## config.mk

```make
export PLATFORM = sky130hd
export DESIGN_NAME = exe_stage
export DESIGN_NICKNAME = d
export VERILOG_FILES = /design/src/hdl/exe_pkg.sv /design/src/hdl/div_unit.sv /design/src/hdl/exe_stage.sv /design/src/hdl/int_alu.sv /design/src/hdl/lsu_agu.sv /design/src/hdl/mul_unit.sv
export SDC_FILE = /design/constraint.sdc
export NUM_CORES = 2
export LEC_CHECK = 0
export BUFFER_PORTS_ARGS = -buffer_cell sky130_fd_sc_hd__buf_4
export CORE_ASPECT_RATIO = 0.75
export CORE_MARGIN = 2
export CORE_UTILIZATION = 50
export DETAILED_ROUTE_END_ITERATION = 7
export PLACE_DENSITY = 0.62
export SETUP_SLACK_MARGIN = 0.15
export SLEW_MARGIN = 20
export SYNTH_ARGS = -nofsm -noshare
export SYNTH_HDL_FRONTEND = slang
export SYNTH_SLANG_ARGS = --single-unit
```

## constraint.sdc

```tcl
create_clock -name clk -period 20.8 [get_ports clk]
set_clock_uncertainty 0.1 [all_clocks]
set_input_delay 1.04 -clock clk [delete_from_list [all_inputs] [get_ports clk]]
set_output_delay 1.04 -clock clk [all_outputs]
set_load 0.1 [all_outputs]
```

## src/hdl/exe_pkg.sv

```systemverilog
package exe_pkg;

    localparam int XLEN        = 32;
    localparam int MUL_LATENCY = 3;
    localparam int DIV_CYCLES  = 32;
    localparam int DIV_CNT_W   = $clog2(DIV_CYCLES);

    typedef enum logic [4:0] {
        op_add     = 5'd0,
        op_sub     = 5'd1,
        op_and     = 5'd2,
        op_or      = 5'd3,
        op_xor     = 5'd4,
        op_sll     = 5'd5,
        op_srl     = 5'd6,
        op_sra     = 5'd7,
        op_slt     = 5'd8,
        op_sltu    = 5'd9,
        op_mul_w   = 5'd10,
        op_mulh_w  = 5'd11,
        op_mulh_wu = 5'd12,
        op_div_w   = 5'd13,
        op_div_wu  = 5'd14,
        op_mod_w   = 5'd15,
        op_mod_wu  = 5'd16,
        op_ld_b    = 5'd17,
        op_ld_h    = 5'd18,
        op_ld_w    = 5'd19,
        op_st_b    = 5'd20,
        op_st_h    = 5'd21,
        op_st_w    = 5'd22,
        op_nop     = 5'd31
    } aluop_e;

    typedef enum logic [2:0] {
        sel_none  = 3'd0,
        sel_arith = 3'd1,
        sel_mul   = 3'd2,
        sel_div   = 3'd3,
        sel_mem   = 3'd4
    } alusel_e;

    typedef struct packed {
        aluop_e            aluop;
        alusel_e           alusel;
        logic [XLEN-1:0]   src1;
        logic [XLEN-1:0]   src2;
        logic [11:0]       imm;         // si12, sign-extended in the agu
        logic              reg_we;
        logic [4:0]        reg_waddr;
    } exe_issue_t;

    typedef struct packed {
        logic              we;
        logic [4:0]        waddr;
        logic [XLEN-1:0]   wdata;
        logic              excp;        // address alignment error
    } exe_wb_t;

    typedef struct packed {
        logic              valid;
        logic              we;
        logic [XLEN-1:0]   vaddr;
        logic [XLEN-1:0]   wdata;
        logic [3:0]        strb;
    } mem_req_t;

endpackage

```

## src/hdl/div_unit.sv

```systemverilog
`timescale 1ns/1ps

module div_unit (
    input  logic                         clk,
    input  logic                         rst_n_i,
    input  logic                         flush_i,
    input  logic                         start_i,
    input  logic                         signed_i,
    input  logic [exe_pkg::XLEN-1:0]     dividend_i,
    input  logic [exe_pkg::XLEN-1:0]     divisor_i,
    output logic                         done_o,
    output logic [exe_pkg::XLEN-1:0]     quotient_o,
    output logic [exe_pkg::XLEN-1:0]     remainder_o
);

    logic                             running_q;
    logic [exe_pkg::DIV_CNT_W-1:0]    cnt_q;
    logic [exe_pkg::XLEN-1:0]         rem_q;
    logic [exe_pkg::XLEN-1:0]         quo_q;
    logic [exe_pkg::XLEN-1:0]         dsr_q;
    logic                             neg_quo_q;
    logic                             neg_rem_q;
    logic                             zero_q;
    logic [exe_pkg::XLEN-1:0]         a_abs;
    logic [exe_pkg::XLEN-1:0]         b_abs;
    logic [exe_pkg::XLEN:0]           rem_sh;
    logic                             ge;

    assign a_abs  = (signed_i && dividend_i[exe_pkg::XLEN-1]) ? -dividend_i : dividend_i;
    assign b_abs  = (signed_i && divisor_i[exe_pkg::XLEN-1]) ? -divisor_i : divisor_i;
    assign rem_sh = {rem_q, quo_q[exe_pkg::XLEN-1]};  // next partial remainder
    assign ge     = rem_sh >= {1'b0, dsr_q};

    always_ff @(posedge clk) begin
        if (!rst_n_i || flush_i) begin
            running_q <= 1'b0;
            done_o    <= 1'b0;
            cnt_q     <= '0;
        end else begin
            done_o <= 1'b0;
            if (start_i) begin
                running_q <= 1'b1;
                cnt_q     <= '0;
            end else if (running_q) begin
                cnt_q <= cnt_q + 1'b1;
                if (cnt_q == exe_pkg::DIV_CNT_W'(exe_pkg::DIV_CYCLES - 1)) begin
                    running_q <= 1'b0;
                    done_o    <= 1'b1;
                end
            end
        end
    end

    always_ff @(posedge clk) begin
        if (start_i) begin
            rem_q     <= '0;
            quo_q     <= a_abs;
            dsr_q     <= b_abs;
            neg_quo_q <= signed_i & (dividend_i[exe_pkg::XLEN-1] ^ divisor_i[exe_pkg::XLEN-1]);
            neg_rem_q <= signed_i & dividend_i[exe_pkg::XLEN-1];
            zero_q    <= (divisor_i == '0);
        end else if (running_q) begin
            rem_q <= ge ? rem_sh[exe_pkg::XLEN-1:0] - dsr_q : rem_sh[exe_pkg::XLEN-1:0];
            quo_q <= {quo_q[exe_pkg::XLEN-2:0], ge};
        end
    end

    // x/0 gives all ones, remainder falls out as the dividend
    assign quotient_o  = zero_q ? '1 : (neg_quo_q ? -quo_q : quo_q);
    assign remainder_o = neg_rem_q ? -rem_q : rem_q;

endmodule

```

## src/hdl/exe_stage.sv

```systemverilog
`timescale 1ns/1ps

module exe_stage (
    input  logic                   clk,
    input  logic                   rst_n_i,
    input  logic                   flush_i,
    input  logic                   mem_stall_i,
    input  logic                   issue_valid_i,
    input  exe_pkg::exe_issue_t    issue_i,
    output logic                   stall_o,
    output logic                   wb_valid_o,
    output exe_pkg::exe_wb_t       wb_o,
    output exe_pkg::mem_req_t      mem_o
);

    logic [exe_pkg::XLEN-1:0]          alu_res;
    logic [exe_pkg::XLEN-1:0]          mc_a_q;
    logic [exe_pkg::XLEN-1:0]          mc_b_q;
    logic                              mc_signed_q;
    logic                              mc_busy_q;
    logic                              mc_rdy_q;
    logic                              mul_start_q;
    logic                              div_start_q;
    logic [exe_pkg::MUL_LATENCY-1:0]   mul_track_q;
    logic                              mul_done;
    logic                              div_done;
    logic [2*exe_pkg::XLEN-1:0]        product;
    logic [exe_pkg::XLEN-1:0]          quotient;
    logic [exe_pkg::XLEN-1:0]          remainder;
    exe_pkg::mem_req_t                 agu_req;
    logic                              misaligned;
    logic                              is_mul;
    logic                              is_div;
    logic                              is_mc;
    logic                              mc_go;
    logic                              unit_done;
    logic                              accept;
    logic [exe_pkg::XLEN-1:0]          wb_data;

    int_alu u_int_alu (.op_i(issue_i.aluop), .a_i(issue_i.src1), .b_i(issue_i.src2),
                       .result_o(alu_res));

    mul_unit u_mul_unit (.clk(clk), .rst_n_i(rst_n_i), .start_i(mul_start_q),
                         .signed_i(mc_signed_q), .a_i(mc_a_q), .b_i(mc_b_q),
                         .done_o(mul_done), .product_o(product));

    div_unit u_div_unit (.clk(clk), .rst_n_i(rst_n_i), .flush_i(flush_i),
                         .start_i(div_start_q), .signed_i(mc_signed_q),
                         .dividend_i(mc_a_q), .divisor_i(mc_b_q), .done_o(div_done),
                         .quotient_o(quotient), .remainder_o(remainder));

    lsu_agu u_lsu_agu (.op_i(issue_i.aluop), .base_i(issue_i.src1), .imm_i(issue_i.imm),
                       .store_data_i(issue_i.src2), .req_o(agu_req),
                       .misaligned_o(misaligned));

    assign is_mul    = (issue_i.alusel == exe_pkg::sel_mul);
    assign is_div    = (issue_i.alusel == exe_pkg::sel_div);
    assign is_mc     = issue_valid_i & (is_mul | is_div);
    assign mc_go     = is_mc & ~mc_busy_q & ~flush_i;
    // a flushed multiply may still drain out of the pipe, so match it to our start
    assign unit_done = is_mul ? (mul_done & mul_track_q[exe_pkg::MUL_LATENCY-1]) : div_done;
    assign stall_o   = mem_stall_i | (is_mc & ~(mc_rdy_q | unit_done));
    assign accept    = issue_valid_i & ~stall_o;

    always_ff @(posedge clk) begin
        if (!rst_n_i || flush_i) begin
            mc_busy_q   <= 1'b0;
            mc_rdy_q    <= 1'b0;
            mul_start_q <= 1'b0;
            div_start_q <= 1'b0;
            mul_track_q <= '0;
        end else begin
            mul_start_q <= mc_go & is_mul;
            div_start_q <= mc_go & is_div;
            mul_track_q <= {mul_track_q[exe_pkg::MUL_LATENCY-2:0], mul_start_q};
            if (mc_go) begin
                mc_busy_q <= 1'b1;   // one start per instruction
            end
            if (unit_done && mc_busy_q) begin
                mc_rdy_q <= 1'b1;    // keeps the result while mem stalls
            end
            if (accept) begin
                mc_busy_q <= 1'b0;
                mc_rdy_q  <= 1'b0;
            end
        end
    end

    always_ff @(posedge clk) begin
        if (mc_go) begin
            mc_a_q      <= issue_i.src1;
            mc_b_q      <= issue_i.src2;
            mc_signed_q <= issue_i.aluop inside {exe_pkg::op_mul_w, exe_pkg::op_mulh_w,
                                                 exe_pkg::op_div_w, exe_pkg::op_mod_w};
        end
    end

    always_comb begin
        case (issue_i.alusel)
            exe_pkg::sel_arith: wb_data = alu_res;
            exe_pkg::sel_mul: begin
                wb_data = (issue_i.aluop == exe_pkg::op_mul_w) ? product[exe_pkg::XLEN-1:0]
                                                               : product[2*exe_pkg::XLEN-1:exe_pkg::XLEN];
            end
            exe_pkg::sel_div: begin
                wb_data = (issue_i.aluop inside {exe_pkg::op_div_w, exe_pkg::op_div_wu})
                          ? quotient : remainder;
            end
            default:            wb_data = '0;   // loads return data in mem
        endcase
    end

    always_ff @(posedge clk) begin
        if (!rst_n_i || flush_i) begin
            wb_valid_o  <= 1'b0;
            mem_o.valid <= 1'b0;
        end else if (!mem_stall_i) begin
            wb_valid_o  <= accept;
            wb_o.we     <= issue_i.reg_we;
            wb_o.waddr  <= issue_i.reg_waddr;
            wb_o.wdata  <= wb_data;
            wb_o.excp   <= misaligned;
            mem_o       <= agu_req;
            mem_o.valid <= accept & agu_req.valid;
        end
    end

endmodule

```

## src/hdl/int_alu.sv

```systemverilog
`timescale 1ns/1ps

module int_alu (
    input  exe_pkg::aluop_e                op_i,
    input  logic [exe_pkg::XLEN-1:0]       a_i,
    input  logic [exe_pkg::XLEN-1:0]       b_i,
    output logic [exe_pkg::XLEN-1:0]       result_o
);

    logic [$clog2(exe_pkg::XLEN)-1:0] shamt;
    logic                             lt_s;
    logic                             lt_u;

    assign shamt = b_i[$clog2(exe_pkg::XLEN)-1:0];   // only low bits count
    assign lt_s  = $signed(a_i) < $signed(b_i);
    assign lt_u  = a_i < b_i;

    always_comb begin
        case (op_i)
            exe_pkg::op_add:  result_o = a_i + b_i;
            exe_pkg::op_sub:  result_o = a_i - b_i;
            exe_pkg::op_and:  result_o = a_i & b_i;
            exe_pkg::op_or:   result_o = a_i | b_i;
            exe_pkg::op_xor:  result_o = a_i ^ b_i;
            exe_pkg::op_sll:  result_o = a_i << shamt;
            exe_pkg::op_srl:  result_o = a_i >> shamt;
            exe_pkg::op_sra: begin
                result_o = $signed(a_i) >>> shamt;
            end
            exe_pkg::op_slt: begin
                result_o = {{(exe_pkg::XLEN-1){1'b0}}, lt_s};
            end
            exe_pkg::op_sltu: begin
                result_o = {{(exe_pkg::XLEN-1){1'b0}}, lt_u};
            end
            default:          result_o = '0;
        endcase
    end

endmodule

```

## src/hdl/lsu_agu.sv

```systemverilog
`timescale 1ns/1ps

module lsu_agu (
    input  exe_pkg::aluop_e              op_i,
    input  logic [exe_pkg::XLEN-1:0]     base_i,
    input  logic [11:0]                  imm_i,
    input  logic [exe_pkg::XLEN-1:0]     store_data_i,
    output exe_pkg::mem_req_t            req_o,
    output logic                         misaligned_o
);

    logic [exe_pkg::XLEN-1:0] addr;
    logic                     is_mem;

    assign addr = base_i + {{(exe_pkg::XLEN-12){imm_i[11]}}, imm_i};

    always_comb begin
        req_o        = '0;
        req_o.vaddr  = addr;
        misaligned_o = 1'b0;
        is_mem       = 1'b1;
        case (op_i)
            exe_pkg::op_ld_b: begin
                req_o.strb = 4'b1111;
            end
            exe_pkg::op_ld_h: begin
                req_o.strb   = 4'b1111;
                misaligned_o = addr[0];
            end
            exe_pkg::op_ld_w: begin
                req_o.strb   = 4'b1111;
                misaligned_o = |addr[1:0];
            end
            exe_pkg::op_st_b: begin
                req_o.we    = 1'b1;
                req_o.strb  = 4'b0001 << addr[1:0];
                req_o.wdata = {{(exe_pkg::XLEN-8){1'b0}}, store_data_i[7:0]}
                              << {addr[1:0], 3'b000};
            end
            exe_pkg::op_st_h: begin
                req_o.we     = 1'b1;
                req_o.strb   = addr[1] ? 4'b1100 : 4'b0011;
                req_o.wdata  = {{(exe_pkg::XLEN-16){1'b0}}, store_data_i[15:0]}
                               << {addr[1], 4'b0000};
                misaligned_o = addr[0];
            end
            exe_pkg::op_st_w: begin
                req_o.we     = 1'b1;
                req_o.strb   = 4'b1111;
                req_o.wdata  = store_data_i;
                misaligned_o = |addr[1:0];
            end
            default: begin
                is_mem = 1'b0;
            end
        endcase
        req_o.valid = is_mem & ~misaligned_o;   // ale kills the request
    end

endmodule

```

## src/hdl/mul_unit.sv

```systemverilog
`timescale 1ns/1ps

module mul_unit (
    input  logic                             clk,
    input  logic                             rst_n_i,
    input  logic                             start_i,
    input  logic                             signed_i,
    input  logic [exe_pkg::XLEN-1:0]         a_i,
    input  logic [exe_pkg::XLEN-1:0]         b_i,
    output logic                             done_o,
    output logic [2*exe_pkg::XLEN-1:0]       product_o
);

    logic signed [exe_pkg::XLEN:0]       a_ext;
    logic signed [exe_pkg::XLEN:0]       b_ext;
    logic signed [2*exe_pkg::XLEN+1:0]   prod_full;
    logic [2*exe_pkg::XLEN-1:0]          pipe_q [exe_pkg::MUL_LATENCY];
    logic [exe_pkg::MUL_LATENCY-1:0]     vld_q;

    // one extra bit lets a single signed multiply cover both modes
    assign a_ext     = {signed_i & a_i[exe_pkg::XLEN-1], a_i};
    assign b_ext     = {signed_i & b_i[exe_pkg::XLEN-1], b_i};
    assign prod_full = a_ext * b_ext;

    always_ff @(posedge clk) begin
        if (!rst_n_i) begin
            vld_q <= '0;
        end else begin
            vld_q <= {vld_q[exe_pkg::MUL_LATENCY-2:0], start_i};
        end
    end

    always_ff @(posedge clk) begin
        if (start_i) begin
            pipe_q[0] <= prod_full[2*exe_pkg::XLEN-1:0];
        end
        for (int i = 1; i < exe_pkg::MUL_LATENCY; i++) begin
            if (vld_q[i-1]) begin
                pipe_q[i] <= pipe_q[i-1];    // last stage holds until refilled
            end
        end
    end

    assign done_o    = vld_q[exe_pkg::MUL_LATENCY-1];
    assign product_o = pipe_q[exe_pkg::MUL_LATENCY-1];

endmodule

```

Word level (Yosys, flattened, before mapping)
Memory sizes are Yosys's and may differ from the RTL's.
Index checks and enable logic that the tools add are counted.
Word-level totals
  flip-flop bits (word level): 291
  memory bits (writable): 192
  input port bits: 95
  output and inout port bits: 111
  word-level logic and storage cells: 149
  memories kept: 1
Cells by class
  add/sub/neg operators: 9
  multipliers: 1
  $lt $le $gt $ge: 3
  equal/unequal tests: 24
  shift-type cells: 6
  muxes and demuxes: 29
  bitwise logic cells: 28
  reduce and logical (&&, ||, !) cells: 20
Memories
  u_mul_unit.pipe_q: words 3, width 64, rd ports 3, clocked after Yosys merged registers in 0, write ports 3, RTL line mul_unit.sv:17  | logic [2*exe_pkg::XLEN-1:0] pipe_q [exe_pkg::MUL_LATENCY];
Operator list (number)
  $mux W32: 10
  $pmux W32 S10: 1
  $pmux W32 S3: 2
  $neg A32 Y32: 4
  $add A32 B32 Y32: 2
  $lt A32 B32 Y1: 2
  $mul A33 B33 Y64: 1
  $sub A32 B32 Y32: 2
  $eq A5 B4 Y1 const B: 7
  $eq A5 B5 Y1 const B: 7
  $ge A33 B32 Y1: 1
  $and A32 B32 Y32: 1
  $logic_not A32 Y1: 1
  $or A32 B32 Y32: 1
  $shl A16 B5 Y32: 1
  $shl A32 B5 Y32: 1
  $shl A8 B5 Y32: 1
  $shr A32 B5 Y32: 1
  $sshr A32 B5 Y32: 1
  $xor A32 B32 Y32: 1
  $eq A5 B3 Y1 const B: 4
  $and A1 B1 Y1: 13
  $mux W1: 13
  $pmux W4 S3: 1
  other kinds (22): 41

Depth between registers and ports, before layout
  depth in word-level cells: 9
  gate-level depth with buffers: 33
  depth with buffers taken out: 29

Modules after synthesis
A second synthesis with hierarchy kept.
Second synthesis, totals
  cell total of the unflattened synthesis: 7517
  area total of the unflattened synthesis: 70900.5 µm²
Modules (own cells, without submodules)
  mul_unit: times used 1, cells each 4433, area each 44291.2 µm²
  int_alu: times used 1, cells each 1308, area each 8754.6 µm²
  div_unit: times used 1, cells each 1032, area each 8613.3 µm²
  exe_stage: times used 1, cells each 409, area each 6996.7 µm²
  lsu_agu: times used 1, cells each 335, area each 2244.7 µm²

Least setup slack after synthesis
Ideal clock, no wire load.
  kind: reg2reg
  from: reg mc_a_q[31] (netlist bit)
  to: mem u_mul_unit.pipe_q[0][63] (netlist bit) (data pin)
  library setup time: 0.258 ns
  arrival time: 8.748 ns
  data required time: 20.442 ns
  slack: 11.694 ns
  stages on the path, launching flop included: 29
  buffers on the path: 3
  period minus slack after synthesis: 9.106 ns
  path through: edfxtp_1 clkbuf_1 nand2_1 inv_1 clkbuf_1 clkbuf_1 nand2_1 inv_1 fa_1 fa_1 fa_1 inv_1 fa_1 inv_1 fa_1 fa_1 inv_1 fa_1 fa_1 inv_1 ha_1 nand3_1 or3_1 or2_2 a2111oi_0 o21ai_1 o31ai_1 mux2i_1 nor3_1
RTL lines
  start: declaration: RTL line exe_stage.sv:17  | logic [exe_pkg::XLEN-1:0] mc_a_q;
  start signal: assignment: RTL line exe_stage.sv:91  | mc_a_q <= issue_i.src1;
  end: declaration: RTL line mul_unit.sv:17

==> flow_summary.json <==
{
  "status": "completed",
  "path_class": "register to register",
  "path_common_cell": "fa_1",
  "routed_wl_mm": 243,
  "multi_input_area_um2": 48300,
  "dr.pass1.iters": 7,
  "setup_viol": 0,
  "area_growth_pct": 6.85,
  "path_max_fanout": 53,
  "p_seq_share_pct": 12.1,
  "nNetsFinal": 8731,
  "viasPerCell": 6.04,
  "ir_drop_mv": 0.425,
  "timing.final.crit_period_ns": 11.68,
  "hold_viol_final": 0,
  "max-slew-margin-rel_pct": 11.1,
  "cp.arrival_ns": 11.98,
  "grt_pass1_vias": 53899,
  "yosysTopAreaCellShare_pct": 32.9,
  "gp_congestion": 1.01,
  "crit_buf_inv": 7,
  "ys_warn_count": 0,
  "syn_avg_cell_area_um2": 9.54,
  "netSwitchingFraction_pct": 59.6,
  "synth_top_area_cell": "fa_1",
  "postSynthCellCount": 7199,
  "hold_path_class": "register to register",
  "ys_types": 99,
  "power.internal_uw": 4770,
  "antenna_found_initial": 22,
  "postRouteAntennaNets": 0,
  "drt_drc_violations_left": 0,
  "cpPeakStageDelay_ns": 1.26,
  "yosys-top-cells-area": "fa_1 (33%), edfxtp_1 (19%), ha_1 (6.9%)",
  "p_leak_uw": 0.0331,
  "ys_async_sr_fraction_pct": 0,
  "synth.net_count": 8802,
  "dieArea_um2": 140000,
  "cts_resized": 0,
  "cp_slowest_cell": "fa_1",
  "clockRootBuffer": "clkbuf_16",
  "start_util_pct": 50.5,
  "clkPwrFrac_pct": 8.0,
  "grt_max_degree": 82,
  "grt_overflow": 0,
  "num_rows": 117,
  "die_y_um": 325,
  "setup_ws_ns": 9.12,
  "setup_tns_ns": 0,
  "synth_area_um2": 68700,
  "cts_max_level": 2,
  "post_cts_buffers": 0,
  "synth_flop_cell": "edfxtp_1",
  "avgRoutedWirePerCell_um": 27.1,
  "cp.required_ns": 21.10,
  "pre_cts_slack_ns": 9.33,
  "final_max_slew_viol_count": 0,
  "yosysSeqAreaShare_pct": 20.4,
  "drive_above_1_share_pct": 7.06,
  "power_frac_comb_pct": 79.9,
  "dieWidth_um": 432,
  "powerDensity_nw_per_um2": 161,
  "rsz0062_at_grt": "false",
  "critPathLaunchType": "register",
  "fill_cells": 12236,
  "vias": 54140,
  "clkLatencyLatePin_ns": 0.66,
  "io_pins": 206,
  "place_hpwl_mm": 183,
  "io_buffers": 205,
  "cts_tree": "done",
  "synth_edf_count": 432,
  "ctsHoldBuffers": 0,
  "cts_num_sinks": 483,
  "design.core.area_um2": 136000,
  "hold_ws_ns": 0.257,
  "p_switching_uw": 7030,
  "grtUsageTotal_pct": 34.6,
  "grt_pass1_wl_mm": 359,
  "critical_path.top_delay_family": "adder cells",
  "ys_top_cells_by_count": "inv_1 (1259), fa_1 (1129), nand2_1 (888)",
  "drt_iter0_markers": 6375,
  "post-route-period-util_pct": 56.2,
  "path_clk_slew_ns": 0.07,
  "yosys.cell_count.top_type": "inv_1",
  "cts_buffers": 51,
  "end_kind": "register",
  "worst_pin_slew_ns": 1.32,
  "max_freq_ghz": 0.0856,
  "clockBufferDepth": 3,
  "ys_ff_latch": 483,
  "fin_util_pct": 54.0,
  "cap_violations": 0,
  "regArea_um2": 14000
}
## metrics by stage
stage | instance area [µm²] | power, µW | std cells
floorplan | 68700 | 6490 | 7199
global placement | 71600 | 10300 | 8859
detailed placement | 71600 | 10400 | 8859
CTS | 73300 | 11300 | 8955
global route | 73400 | 12500 | 8956
finish | 73400 | 11800 | 8958
## layer usage
| layer | routed length (µm) | part of all wire [%] | GRT usage (%) |
|---|---|---|---|
| met5 | 124 | 0.051 | 0 |
| met4 | 6990 | 2.9 | 8.87 |
| met3 | 33100 | 14 | 10.1 |
| met2 | 97000 | 40 | 47.1 |
| met1 | 105000 | 43 | 53.5 |
## worst register-to-register path, cell delays in order (launching register included)
cell	delay [ns]
edfxtp_1	0.34
buf_4	0.47
nand2_1	0.63
inv_1	0.51
nand2_1	0.16
inv_1	0.15
fa_1	0.51
fa_1	0.57
fa_1	0.61
inv_1	0.31
fa_1	1.27
inv_1	0.26
fa_1	0.54
fa_1	0.57
inv_1	0.05
fa_1	0.45
fa_1	0.49
inv_1	0.04
ha_1	0.40
nand3_1	0.13
or3_1	0.37
or2_2	0.31
a2111oi_0	0.82
o21ai_1	0.56
o31ai_1	0.51
mux2i_1	0.25
nor3_1	0.08
## worst paths after layout
| check | end | startpoint | cells after the start | slack (ns) |
|---|---|---|---|---|
| hold reg to reg | u_mul_unit.pipe_q[0][142]$_DFFE_PP_ | u_mul_unit.pipe_q[0][78]$_DFFE_PP_ | 0 | 0.26 |
| setup reg to reg | u_mul_unit.pipe_q[0][63]$_DFFE_PP_ | mc_a_q[31]$_DFFE_PP_ | 26 | 9.12 |
| hold / removal | u_mul_unit.pipe_q[0][142]$_DFFE_PP_ | u_mul_unit.pipe_q[0][78]$_DFFE_PP_ | 0 | 0.26 |
| setup / recovery | u_mul_unit.pipe_q[0][63]$_DFFE_PP_ | mc_a_q[31]$_DFFE_PP_ | 26 | 9.12 |
## power groups by stage
stage               logic [µW]  clock network [µW]  registers [µW]
finish                    9430                 948            1430
global route             10100                 989            1430
CTS                       8950                 954            1430
detailed placement        8910                   0            1450
global placement          8830                   0            1450
floorplan                 4990                   0            1500
## state kept, by name, indices dropped and copies added (netlist names), 3 cells and up
name,flops
wb_o,39
mc_a_q,32
mul_track_q,3
mem_o,70
u_div_unit.quo_q,32
u_div_unit.dsr_q,32
u_div_unit.rem_q,32
mc_b_q,32
u_mul_unit.vld_q,3
u_div_unit.cnt_q,5
u_mul_unit.pipe_q,192
## area by class of cell
cell class,instances,area share (%)
flip-flops and latches,483,19.1
diodes,2,0.00682
clock inverters,26,0.394
multi-input cells,5016,65.8
inverters,1263,6.46
clock buffers,70,1.95
well taps,1785,3.04
repair buffers,313,3.23
## cell families after synthesis
kind of cell	Yosys count	share of synthesized area (%)
compound gates	1055	10.1
xor+xnor	268	3.42
fa+ha+maj	1508	39.8
buf+inv	1700	9.39
flops	483	20.4
mux	154	3.05
simple gates	2031	13.8
## cells in the final DEF (no fill, tap or decap), drive strengths merged, types with 23 or more instances in the layout
| cell | count |
|---|---|
| inv | 1264 |
| fa | 1129 |
| nand2 | 889 |
| edfxtp | 432 |
| nor2 | 394 |
| and2 | 381 |
| ha | 379 |
| buf | 313 |
| a21oi | 273 |
| o21ai | 222 |
| xnor2 | 153 |
| xor2 | 115 |
| mux2i | 98 |
| a21o | 76 |
| a211oi | 75 |
| clkbuf | 70 |
| nor3 | 65 |
| dfxtp | 51 |
| nand3 | 50 |
| nand2b | 48 |
| and3 | 44 |
| mux4 | 43 |
| o31ai | 39 |
| o21bai | 36 |
| a31oi | 36 |
| a221oi | 34 |
| a22oi | 31 |
| nor4 | 29 |
| nor2b | 24 |
| o21a | 24 |
| or3 | 24 |
| nand4 | 23 |
Power figures use the tool's default switching activity.
